<file path="config.mk">
export PLATFORM = sky130hd
export DESIGN_NAME = ex_stage
export DESIGN_NICKNAME = d
export VERILOG_FILES = /design/src/ex_pkg.sv /design/src/ex_alu.sv /design/src/ex_mult.sv /design/src/ex_writeback.sv /design/src/ex_stage.sv
export VERILOG_INCLUDE_DIRS = /design/src
export SDC_FILE = /design/constraint.sdc
export NUM_CORES = 2
export LEC_CHECK = 0
export BUFFER_PORTS_ARGS = -buffer_cell sky130_fd_sc_hd__buf_2
export CORE_UTILIZATION = 53
export DETAILED_ROUTE_END_ITERATION = 8
export PLACE_DENSITY = 0.72
export RECOVER_POWER = 25
export SETUP_SLACK_MARGIN = 0.5
export SLEW_MARGIN = 20
export SYNTH_ARGS = -nofsm -noshare
export SYNTH_HDL_FRONTEND = slang
export SYNTH_SLANG_ARGS = --single-unit
</file>
<file path="constraint.sdc">
create_clock -name clk -period 22.1 [get_ports clk]
set_clock_uncertainty 0.05 [all_clocks]
set_input_delay 1.105 -clock clk [delete_from_list [all_inputs] [get_ports clk]]
set_output_delay 1.105 -clock clk [all_outputs]
set_load 0.01 [all_outputs]
</file>
<file path="src/ex_macros.svh">
//////////////////////////////////////////////////////////////////////
// Widths and step counts shared by the execute stage
// Values are fixed for RV32, the multiplier split assumes
// EX_MUL_HALF_W * 2 == EX_XLEN and EX_MUL_STEPS == 4
//////////////////////////////////////////////////////////////////////

`ifndef EX_MACROS_SVH
`define EX_MACROS_SVH

// Data word width
`define EX_XLEN 32

// Register file address width, 6 bits as in the reference core
`define EX_RADDR_W 6

// One partial-product operand
`define EX_MUL_HALF_W 16

// Number of steps in a MULH / MULHU sweep
`define EX_MUL_STEPS 4

`endif

</file>
<file path="src/ex_pkg.sv">
//////////////////////////////////////////////////////////////////////
// Types shared by the execute stage RTL
// Widths come from the macros header
//////////////////////////////////////////////////////////////////////

`include "ex_macros.svh"

package ex_pkg;

  typedef logic [`EX_XLEN-1:0]    word_t;     // One data word
  typedef logic [`EX_RADDR_W-1:0] reg_addr_t; // Register file address

  // ALU opcodes, compare group sits at the top
  typedef enum logic [3:0] {
    ALU_ADD  = 4'd0,
    ALU_SUB  = 4'd1,
    ALU_AND  = 4'd2,
    ALU_OR   = 4'd3,
    ALU_XOR  = 4'd4,
    ALU_SLL  = 4'd5,
    ALU_SRL  = 4'd6,
    ALU_SRA  = 4'd7,
    ALU_SLT  = 4'd8,
    ALU_SLTU = 4'd9,
    ALU_EQ   = 4'd10, // Branch compares from here on
    ALU_NE   = 4'd11,
    ALU_LT   = 4'd12,
    ALU_GE   = 4'd13,
    ALU_LTU  = 4'd14,
    ALU_GEU  = 4'd15
  } alu_op_e;

  typedef enum logic [1:0] {
    MUL_MUL   = 2'd0, // Low word, single cycle
    MUL_MULH  = 2'd1, // High word, signed x signed
    MUL_MULHU = 2'd2  // High word, unsigned x unsigned
  } mul_op_e;

  typedef enum logic [1:0] {
    IDLE = 2'd0,
    STEP = 2'd1,
    DONE = 2'd2
  } mul_state_e;

  typedef struct packed {
    alu_op_e op;
    word_t   operand_a;
    word_t   operand_b;
    word_t   operand_c; // Jump target for branches
  } alu_req_t;

  typedef struct packed {
    mul_op_e op;
    word_t   op_a;
    word_t   op_b;
  } mul_req_t;

  // One register file write port
  typedef struct packed {
    logic      we;
    reg_addr_t waddr;
    word_t     wdata;
  } rf_wr_t;

  // Decode control that reaches EX
  typedef struct packed {
    logic      alu_en;
    logic      mult_en;
    logic      csr_access;
    logic      lsu_en;
    logic      branch_in_ex;
    logic      regfile_alu_we;    // Forwarding port write
    reg_addr_t regfile_alu_waddr;
    logic      regfile_we;        // Load write, goes through EX/WB
    reg_addr_t regfile_waddr;
  } id_ctrl_t;

endpackage

</file>
<file path="src/ex_alu.sv">
//////////////////////////////////////////////////////////////////////
// Single-cycle integer ALU, purely combinational
// Shift amount is operand b [4:0], operand c is not used here
//////////////////////////////////////////////////////////////////////

`timescale 1ns/100ps

module ex_alu (
  input  ex_pkg::alu_req_t req_i,
  output ex_pkg::word_t    result_o,
  output logic             cmp_result_o
);

  logic [4:0]    shamt;
  logic          is_eq;
  logic          lt_s;
  logic          lt_u;
  logic          cmp;
  ex_pkg::word_t sra_res;

  assign shamt = req_i.operand_b[4:0];

  // Compare primitives shared by SLT* and branches
  assign is_eq = (req_i.operand_a == req_i.operand_b);
  assign lt_s  = ($signed(req_i.operand_a) < $signed(req_i.operand_b));
  assign lt_u  = (req_i.operand_a < req_i.operand_b);

  assign sra_res = ex_pkg::word_t'($signed(req_i.operand_a) >>> shamt); // Arithmetic shift

  //////////////////////////////////////////////////////////////////////
  // Comparison bit
  //////////////////////////////////////////////////////////////////////

  always_comb begin
    case (req_i.op)
      ex_pkg::ALU_SLT:  cmp = lt_s;
      ex_pkg::ALU_SLTU: cmp = lt_u;
      ex_pkg::ALU_EQ:   cmp = is_eq;
      ex_pkg::ALU_NE:   cmp = ~is_eq;
      ex_pkg::ALU_LT:   cmp = lt_s;
      ex_pkg::ALU_GE:   cmp = ~lt_s;
      ex_pkg::ALU_LTU:  cmp = lt_u;
      ex_pkg::ALU_GEU:  cmp = ~lt_u;
      default:          cmp = 1'b0; // Not a compare
    endcase
  end

  assign cmp_result_o = cmp;

  //////////////////////////////////////////////////////////////////////
  // Result mux
  //////////////////////////////////////////////////////////////////////

  always_comb begin
    case (req_i.op)
      ex_pkg::ALU_ADD: result_o = req_i.operand_a + req_i.operand_b;
      ex_pkg::ALU_SUB: result_o = req_i.operand_a - req_i.operand_b;
      ex_pkg::ALU_AND: result_o = req_i.operand_a & req_i.operand_b;
      ex_pkg::ALU_OR:  result_o = req_i.operand_a | req_i.operand_b;
      ex_pkg::ALU_XOR: result_o = req_i.operand_a ^ req_i.operand_b;
      ex_pkg::ALU_SLL: result_o = req_i.operand_a << shamt;
      ex_pkg::ALU_SRL: result_o = req_i.operand_a >> shamt;
      ex_pkg::ALU_SRA: result_o = sra_res;
      // SLT, SLTU and branch compares give 0 or 1
      default:         result_o = ex_pkg::word_t'(cmp);
    endcase
  end

endmodule

</file>
<file path="src/ex_mult.sv">
//////////////////////////////////////////////////////////////////////
// Multiplier, MUL is single cycle from the operands
// MULH / MULHU take 4 cycles, one 16x16 partial product per step
// Operands must stay steady until the result is taken
//////////////////////////////////////////////////////////////////////

`timescale 1ns/100ps

`include "ex_macros.svh"

module ex_mult (
  input  logic             clk,
  input  logic             rst_n,
  input  logic             enable_i,
  input  ex_pkg::mul_req_t req_i,
  input  logic             ex_ready_i,
  output ex_pkg::word_t    result_o,
  output logic             multicycle_o,
  output logic             ready_o
);

  localparam int unsigned CNT_W  = $clog2(`EX_MUL_STEPS);
  localparam int unsigned PROD_W = 2 * `EX_XLEN;

  ex_pkg::mul_state_e        state_q, state_d;
  logic [CNT_W-1:0]          cnt_q, cnt_d;   // Step index inside STEP
  logic [CNT_W-1:0]          sel;            // Partial product being added
  logic [PROD_W-1:0]         acc_q;          // Running sum of partial products
  logic [PROD_W-1:0]         acc_sum;
  logic [PROD_W-1:0]         acc_fix;
  logic [PROD_W-1:0]         pp;
  logic [6:0]                pp_shift;
  logic [`EX_MUL_HALF_W-1:0] part_a, part_b;
  ex_pkg::word_t             mag_a, mag_b;
  logic                      is_high, is_signed, neg_res, start;

  assign is_high   = (req_i.op != ex_pkg::MUL_MUL);
  assign is_signed = (req_i.op == ex_pkg::MUL_MULH);
  assign start     = enable_i & is_high & (state_q == ex_pkg::IDLE); // Step 1

  // Work on magnitudes, fix the sign at the end
  assign mag_a   = (is_signed & req_i.op_a[`EX_XLEN-1]) ? -req_i.op_a : req_i.op_a;
  assign mag_b   = (is_signed & req_i.op_b[`EX_XLEN-1]) ? -req_i.op_b : req_i.op_b;
  assign neg_res = is_signed & (req_i.op_a[`EX_XLEN-1] ^ req_i.op_b[`EX_XLEN-1]);

  //////////////////////////////////////////////////////////////////////
  // Partial product datapath
  //////////////////////////////////////////////////////////////////////

  always_comb begin
    case (state_q)
      ex_pkg::IDLE: sel = '0;
      ex_pkg::STEP: sel = cnt_q;
      default:      sel = CNT_W'(`EX_MUL_STEPS - 1); // Last step lives in DONE
    endcase
  end

  // Bit 0 picks the half of a, bit 1 the half of b
  assign part_a   = sel[0] ? mag_a[`EX_XLEN-1:`EX_MUL_HALF_W] : mag_a[`EX_MUL_HALF_W-1:0];
  assign part_b   = sel[1] ? mag_b[`EX_XLEN-1:`EX_MUL_HALF_W] : mag_b[`EX_MUL_HALF_W-1:0];
  assign pp_shift = (sel[0] + sel[1]) * `EX_MUL_HALF_W;
  assign pp       = PROD_W'(part_a * part_b) << pp_shift;

  assign acc_sum = ((state_q == ex_pkg::IDLE) ? '0 : acc_q) + pp;
  assign acc_fix = neg_res ? -acc_sum : acc_sum;

  // Low word straight from the operands unless a high result is held
  assign result_o = (state_q == ex_pkg::DONE) ? acc_fix[PROD_W-1:`EX_XLEN]
                                              : req_i.op_a * req_i.op_b;

  always_ff @(posedge clk) begin
    if (state_q != ex_pkg::DONE) acc_q <= acc_sum; // Frozen while DONE waits
  end

  //////////////////////////////////////////////////////////////////////
  // Step FSM
  //////////////////////////////////////////////////////////////////////

  always_comb begin
    state_d = state_q;
    cnt_d   = cnt_q;
    case (state_q)
      ex_pkg::IDLE: begin
        if (start) begin
          state_d = ex_pkg::STEP;
          cnt_d   = CNT_W'(1);
        end
      end
      ex_pkg::STEP: begin
        cnt_d = cnt_q + 1'b1;
        if (cnt_q == CNT_W'(`EX_MUL_STEPS - 2)) state_d = ex_pkg::DONE;
      end
      ex_pkg::DONE: begin
        if (ex_ready_i) state_d = ex_pkg::IDLE; // Result taken
      end
      default: state_d = ex_pkg::IDLE;
    endcase
  end

  always_ff @(posedge clk or negedge rst_n) begin
    if (!rst_n) begin
      state_q <= ex_pkg::IDLE;
      cnt_q   <= '0;
    end else begin
      state_q <= state_d;
      cnt_q   <= cnt_d;
    end
  end

  assign multicycle_o = (state_q != ex_pkg::IDLE); // High from step 2
  assign ready_o      = (state_q == ex_pkg::DONE) |
                        ((state_q == ex_pkg::IDLE) & ~(enable_i & is_high));

endmodule

</file>
<file path="src/ex_writeback.sv">
//////////////////////////////////////////////////////////////////////
// ALU-port write mux and the EX/WB load write register
// Load data is not registered, it arrives one cycle after EX
//////////////////////////////////////////////////////////////////////

`timescale 1ns/100ps

module ex_writeback (
  input  logic             clk,
  input  logic             rst_n,
  input  ex_pkg::id_ctrl_t ctrl_i,
  input  ex_pkg::word_t    alu_result_i,
  input  ex_pkg::word_t    mult_result_i,
  input  ex_pkg::word_t    csr_rdata_i,
  input  ex_pkg::word_t    lsu_rdata_i,
  input  logic             lsu_err_i,
  input  logic             ex_valid_i,
  input  logic             wb_ready_i,
  output ex_pkg::rf_wr_t   fw_port_o,
  output ex_pkg::rf_wr_t   wb_port_o
);

  logic              load_we_q;    // Pending load write
  ex_pkg::reg_addr_t load_waddr_q; // Its destination
  logic              load_we_d;

  //////////////////////////////////////////////////////////////////////
  // Forwarding port
  //////////////////////////////////////////////////////////////////////

  always_comb begin
    fw_port_o.we    = ctrl_i.regfile_alu_we;
    fw_port_o.waddr = ctrl_i.regfile_alu_waddr;
    // CSR beats MULT beats ALU
    if (ctrl_i.csr_access)   fw_port_o.wdata = csr_rdata_i;
    else if (ctrl_i.mult_en) fw_port_o.wdata = mult_result_i;
    else if (ctrl_i.alu_en)  fw_port_o.wdata = alu_result_i;
    else                     fw_port_o.wdata = '0;
  end

  //////////////////////////////////////////////////////////////////////
  // EX/WB register
  //////////////////////////////////////////////////////////////////////

  assign load_we_d = ctrl_i.regfile_we & ~lsu_err_i; // Faulting load never writes

  always_ff @(posedge clk or negedge rst_n) begin
    if (!rst_n) begin
      load_we_q    <= 1'b0;
      load_waddr_q <= '0;
    end else if (ex_valid_i) begin // wb_ready_i already folded in
      load_we_q <= load_we_d;
      if (load_we_d) load_waddr_q <= ctrl_i.regfile_waddr;
    end else if (wb_ready_i) begin
      load_we_q <= 1'b0;           // Nothing new, flush the slot
    end
  end

  assign wb_port_o.we    = load_we_q;
  assign wb_port_o.waddr = load_waddr_q;
  assign wb_port_o.wdata = lsu_rdata_i;

endmodule

</file>
<file path="src/ex_stage.sv">
//////////////////////////////////////////////////////////////////////
// Execute stage top, ALU, multiplier and write ports
// Decode must hold its inputs while ex_ready_o is low
// A branch in EX releases the stage without waiting on WB
//////////////////////////////////////////////////////////////////////

`timescale 1ns/100ps

module ex_stage (
  input  logic             clk,
  input  logic             rst_n,
  input  ex_pkg::id_ctrl_t id_ctrl_i,
  input  ex_pkg::alu_req_t alu_req_i,
  input  ex_pkg::mul_req_t mul_req_i,
  input  ex_pkg::word_t    csr_rdata_i,
  input  ex_pkg::word_t    lsu_rdata_i,
  input  logic             lsu_ready_ex_i,  // EX half of the LSU is done
  input  logic             lsu_err_i,
  input  logic             wb_ready_i,
  output ex_pkg::rf_wr_t   fw_port_o,       // ALU / MULT / CSR write
  output ex_pkg::rf_wr_t   wb_port_o,       // Load write
  output ex_pkg::word_t    jump_target_o,
  output logic             branch_decision_o,
  output logic             mult_multicycle_o,
  output logic             ex_ready_o,
  output logic             ex_valid_o
);

  ex_pkg::word_t alu_result;
  ex_pkg::word_t mult_result;
  logic          alu_cmp;
  logic          mult_ready;
  logic          units_ready;
  logic          any_en;

  ex_alu alu0 (
    .req_i        (alu_req_i),
    .result_o     (alu_result),
    .cmp_result_o (alu_cmp)
  );

  ex_mult mult0 (
    .clk          (clk),
    .rst_n        (rst_n),
    .enable_i     (id_ctrl_i.mult_en),
    .req_i        (mul_req_i),
    .ex_ready_i   (ex_ready_o),
    .result_o     (mult_result),
    .multicycle_o (mult_multicycle_o),
    .ready_o      (mult_ready)
  );

  ex_writeback wb0 (
    .clk           (clk),
    .rst_n         (rst_n),
    .ctrl_i        (id_ctrl_i),
    .alu_result_i  (alu_result),
    .mult_result_i (mult_result),
    .csr_rdata_i   (csr_rdata_i),
    .lsu_rdata_i   (lsu_rdata_i),
    .lsu_err_i     (lsu_err_i),
    .ex_valid_i    (ex_valid_o),
    .wb_ready_i    (wb_ready_i),
    .fw_port_o     (fw_port_o),
    .wb_port_o     (wb_port_o)
  );

  //////////////////////////////////////////////////////////////////////
  // Handshake, valid forward and ready back
  //////////////////////////////////////////////////////////////////////

  assign units_ready = mult_ready & lsu_ready_ex_i & wb_ready_i;
  assign any_en      = id_ctrl_i.alu_en | id_ctrl_i.mult_en |
                       id_ctrl_i.csr_access | id_ctrl_i.lsu_en;

  assign ex_ready_o = units_ready | id_ctrl_i.branch_in_ex; // Branch ends in EX
  assign ex_valid_o = any_en & units_ready;                 // No ex_ready term

  // Branch outputs straight from the ALU compare and operand c
  assign branch_decision_o = alu_cmp;
  assign jump_target_o     = alu_req_i.operand_c;

endmodule

</file>
[Yosys cells after proc, flatten, opt, wreduce, memory -nomap -nowiden]
Index checks and enable logic that the tools add are counted.
Word-level totals
  bits in registers: 75
  word-level logic and storage cells: 100
  input port bits: 254
Cells by class
  shift-type cells: 4
  $mul: 2
  $add $sub $neg: 8
  bitwise operators: 24
  equality and inequality tests: 24
  multiplexer cells: 20
  reductions and logical operators: 11
  order comparisons: 2
Operator list (number)
  one-hot mux 32 bit (8 select lines): 1
  two-way mux 32 bit: 6
  two-way mux 64 bit: 2
  adder 64 bit: 1
  < comparator 32 bit: 2
  negator 32 bit: 2
  negator 64 bit: 1
  left shift 32 x 7 -> 64 bit: 1
  adder 32 bit: 1
  AND 32 bit: 1
  == test 32 bit: 1
  == test 4 bit, second input constant: 8
  multiplier 16 x 16 -> 32 bit: 1
  multiplier 32 x 32 -> 32 bit: 1
  two-way mux 16 bit: 2
  bitwise OR 32 bit: 1
  left shift 32 x 5 -> 32 bit: 1
  >> shifter 32 x 5 -> 32 bit: 1
  >>> shifter 32 x 5 -> 32 bit: 1
  subtractor 32 bit: 1
  bitwise XOR 32 bit: 1
  == test 4 x 3 -> 1 bit, second input constant: 4
  AND 1 bit: 10
  == test 4 x 2 -> 1 bit, second input constant: 2
  other kinds (21): 42

[Depth between registers and ports, before layout]
  depth after elaboration: 12
  depth in mapped cells: 58
  gate-level depth less buffers: 56

[Hierarchy]
Synthesis repeated with hierarchy kept, for this count alone.
Unflattened totals
  cells, all modules: 5756
  area total of the unflattened synthesis: 44591.5 µm²
By module, submodules not included
  ex_mult: instances 1, sequential area each 2021.9 µm², cells each 4173, area an instance 33952.6 µm²
  ex_alu: instances 1, sequential area each 0.0 µm², cells each 1346, area an instance 8908.5 µm²
  ex_writeback: instances 1, sequential area each 175.2 µm², cells each 201, area an instance 1462.7 µm²
  ex_stage: instances 1, sequential area each 0.0 µm², cells each 36, area an instance 267.8 µm²

[Least setup slack after synthesis]
OpenSTA, ideal clock, no wires.
  path kind: input to output
  start point: input mul_req_i[3] (netlist name)
  end point: output fw_port_o[29] (netlist name)
  stages on the path: 50
  setup slack: 7.953 ns
  buffers on the path: 2
  data required time: 20.945 ns
  data arrival time: 12.992 ns
  cell sequence: or3_1 > nor3_1 > nand2_1 > nor4b_1 > nand2_1 > nor4_1 > a31oi_1 > xor2_1 > o21ai_1 > clkbuf_1 > nor2_1 > fa_1 > inv_1 > fa_1 > fa_1 > fa_1 > inv_1 > fa_1 > (+14 left out) > a21oi_1 > xnor2_1 > nand2_1 > a21oi_1 > ha_1 > clkbuf_1 > nand2_1 > nor3_1 > a21o_1 > mux2_4 > a2111o_1 > nand4bb_4 > nor4b_4 > nand4_4 > nor4_1 > o211a_1 > a211oi_1 > o21ai_1
RTL lines
  start, declared: line ex_stage.sv:14  | input ex_pkg::mul_req_t mul_req_i,
  end, declared: line ex_stage.sv:20  | output ex_pkg::rf_wr_t fw_port_o,

==> qor.yml <==
detailed_routing:
  via_per_inst: 6.11
  drt_wl_total_um: 149000
  vias: 40100
  first_iter_violations: 4060
  drtPass1Iterations: 7
  drc: 0
  ant_nets: 0
  wl_per_cell_um: 22.6
cts:
  clkLatencyLatePin_ns: 0.38
  path_clk_slew_ns: 0.07
  cts_buffers: 9
  cts_setup_buffers: 0
  hold_buffers: 0
  cts.sinks: 75
  root_buffer: "clkbuf_16"
  cts_resized: 0
  cts_tree: "built"
  cts.path.max_buffers: 2
  h-tree-depth: 3
die:
  core_area_mm2: 0.0805
  die_x_um: 287
  die_area_mm2: 0.0826
  boundaryPins: 368
  fp-row-count: 104
  start_util: 0.536
  dieHeight_um: 287
synth:
  syn_area_mm2: 0.0432
  synth_area_leaders: "fa_1 (28%), ha_1 (11%), inv_1 (7.8%)"
  syn_nets: 6823
  synth_warnings: 0
  synth_flop_cell: "edfxtp_1"
  avgSynthCellArea_um2: 7.75
  synth_edf_count: 64
  async_flop_share: 0.147
  synth_top_area_frac: 0.281
  synth_cell_types: 102
  netlist_instances: 5573
  synth_seq_cells: 75
  yosys.area.top_type: "fa_1"
  yosysSeqAreaShare: 0.0509
run_status:
  outcome: "finished with violations"
  violations: "max-capacitance violations, max-slew violations"
setup_path:
  critPathMaxStageDelay_ns: 0.77
  r2r_start: "mult0.state_q[0]"
  required_ns: 20.95
  worst-path-max-fanout: 33
  startpoint_type: "input port"
  worstSetupStartpoint: "mul_req_i[3]"
  crit_top_cell: "fa_1"
  worst_ep_arrival_time_ns: 15.81
  crit_slowest_cell: "nor4_1"
  crit_type: "in2out"
  cp-end-kind: "output port"
sta:
  fin_tns_setup_ns: 0
  tightestPinTransition_ns: 1.72
  max_freq_mhz: 58.9
  slew_headroom: -0.147
  slew_viol_final: 22
  grt_setup_unrepaired: "no"
  fin_crit_ns: 16.97
  hold_viol_final: 0
  post-route-period-util: 0.768
  setup_violations: 0
grt:
  grt_antenna_before_repair: 11
  grt_overflow: 0
  grt_max_degree: 70
  track_usage: 0.363
  grt_pass1_vias: 40300
  grt_pass1_wl_um: 232000
placed_design:
  dp_hpwl_um: 117000
  port_buffers: 225
  place_congestion: 1.03
  place_area_mm2: 0.0444
  numPlacedInstances: 6547
layout:
  area_growth_pct: 3.61
  design_area_mm2: 0.0447
  fillers: 7625
  final_layout_size_suffix_gt1_frac: 0.0709
  layout.nets: 6748
  fin_cells: 6569
  final_util: 0.555
job:
  cap_viol_max_count: 1
worst_hold_path:
  holdCritStartpoint: "wb0.load_waddr_q[5]"
  hold_path.class: "reg2reg"
==> worst paths after layout <==
path / to / slack (ns) / cells past startpoint
min in group asynchronous: wb0.load_waddr_q[1] / 0.64 / 1
max: fw_port_o[27] / 5.13 / 52
min: wb0.load_waddr_q[5] / 0.46 / 1
min reg2reg: wb0.load_waddr_q[5] / 0.46 / 1
max reg2reg: mult0.acc_q[58] / 10.05 / 41
max in group asynchronous: mult0.cnt_q[1] / 20.99 / 1
==> critical path, delay by kind of cell <==
family                     cells  cell delay (ns)
adders and majority gates      8             3.72
and+or+nand+nor               15             4.59
buffers and inverters          6             0.72
AOI/OAI and AO/OA             21             5.29
xor gates and xnor gates       2             0.36
==> per-layer routing <==
metal  up-vias  GRT usage  share of wire
li1      17800          -              -
met1     19500      0.487           0.40
met2      2383      0.562           0.44
met3       407     0.0948           0.12
met4        10      0.130          0.040
met5         -          0        0.00039
==> state kept, by name, summed over array words and instances, names as in the netlist <==
signal / count
wb0.load_waddr_q: 6
mult0.state_q: 2
mult0.cnt_q: 2
mult0.acc_q: 64
wb0.load_we_q: 1
==> final cells by class <==
| cell class | count | area, µm² | share of cell area |
|---|---|---|---|
| antenna | 6 | 15.0 | 0.000336 |
| clock buffer | 12 | 279 | 0.00624 |
| clock inverter | 4 | 28.8 | 0.000643 |
| inverter | 897 | 3370 | 0.0753 |
| multi-input combinational | 4226 | 35900 | 0.803 |
| sequential | 75 | 2200 | 0.0491 |
| tap | 1060 | 1330 | 0.0297 |
| timing repair buffer | 289 | 1590 | 0.0356 |
==> synth_stat cells (38+ instances only) <==
cell	number
clkbuf_1	258
nand3_1	49
mux2i_1	94
a21oi_1	288
nor3_1	68
and2_1	247
a211oi_1	48
o21bai_1	38
nor2_1	378
fa_1	605
o21ai_0	244
a21o_1	83
ha_1	391
nand2_1	807
xnor2_1	180
edfxtp_1	64
xor2_1	95
buf_4	73
nor2b_1	44
inv_1	893
==> placed cells by master, fill, tap and decap left out, types with 17 or more instances in the layout <==
| cell type | Yosys | final |
|---|---|---|
| mux4_2 | 21 | 21 |
| nor3_1 | 68 | 67 |
| nand4_1 | 23 | 23 |
| nor2_1 | 378 | 377 |
| a211oi_1 | 48 | 47 |
| ha_1 | 391 | 391 |
| o21a_1 | 26 | 26 |
| xor2_1 | 95 | 95 |
| mux2_2 | 17 | 17 |
| a221oi_1 | 20 | 20 |
| o21bai_1 | 38 | 38 |
| mux2i_1 | 94 | 90 |
| xnor2_1 | 180 | 180 |
| nand3_1 | 49 | 49 |
| a21o_1 | 83 | 83 |
| nand2_1 | 807 | 807 |
| o21ai_0 | 244 | 242 |
| or3_1 | 25 | 25 |
| nand2b_1 | 33 | 33 |
| and2_1 | 247 | 247 |
| nor2b_1 | 44 | 44 |
| inv_1 | 893 | 893 |
| o31ai_1 | 26 | 26 |
| o22ai_1 | 29 | 29 |
| a21oi_1 | 288 | 286 |
| o211ai_1 | 31 | 31 |
| a31oi_1 | 31 | 31 |
| edfxtp_1 | 64 | 64 |
| a22oi_1 | 19 | 19 |
| buf_4 | 73 | 63 |
| buf_2 | 2 | 216 |
| and3_1 | 21 | 21 |
| fa_1 | 605 | 605 |
==> kinds of logic (layout without fill, tap and decap cells) <==
kind of cell    count (synthesis)  count (layout)  share of synthesized area
compound gates               1033            1033                      0.152
xor+xnor                      275             275                     0.0558
fa+ha+maj                     996             996                      0.394
buf+inv                      1272            1202                      0.118
flops                          75              75                     0.0509
mux                           133             133                     0.0375
other cells                     0               6                          0
simple gates                 1789            1789                      0.191
==> stage by stage <==
| step | hold slack, ns | worst slack (ns) |
|---|---|---|
| after floorplan | 0.425 | 7.95 |
| after global placement | 0.432 | 5.44 |
| after detailed placement | 0.439 | 5.19 |
| after CTS | 0.455 | 5.10 |
| after global routing | 0.486 | 4.20 |
| final | 0.460 | 5.13 |
Power is left out: the tool's default activity adds up to more than one toggle a clock period on the data nets, which glitch-free logic cannot reach.
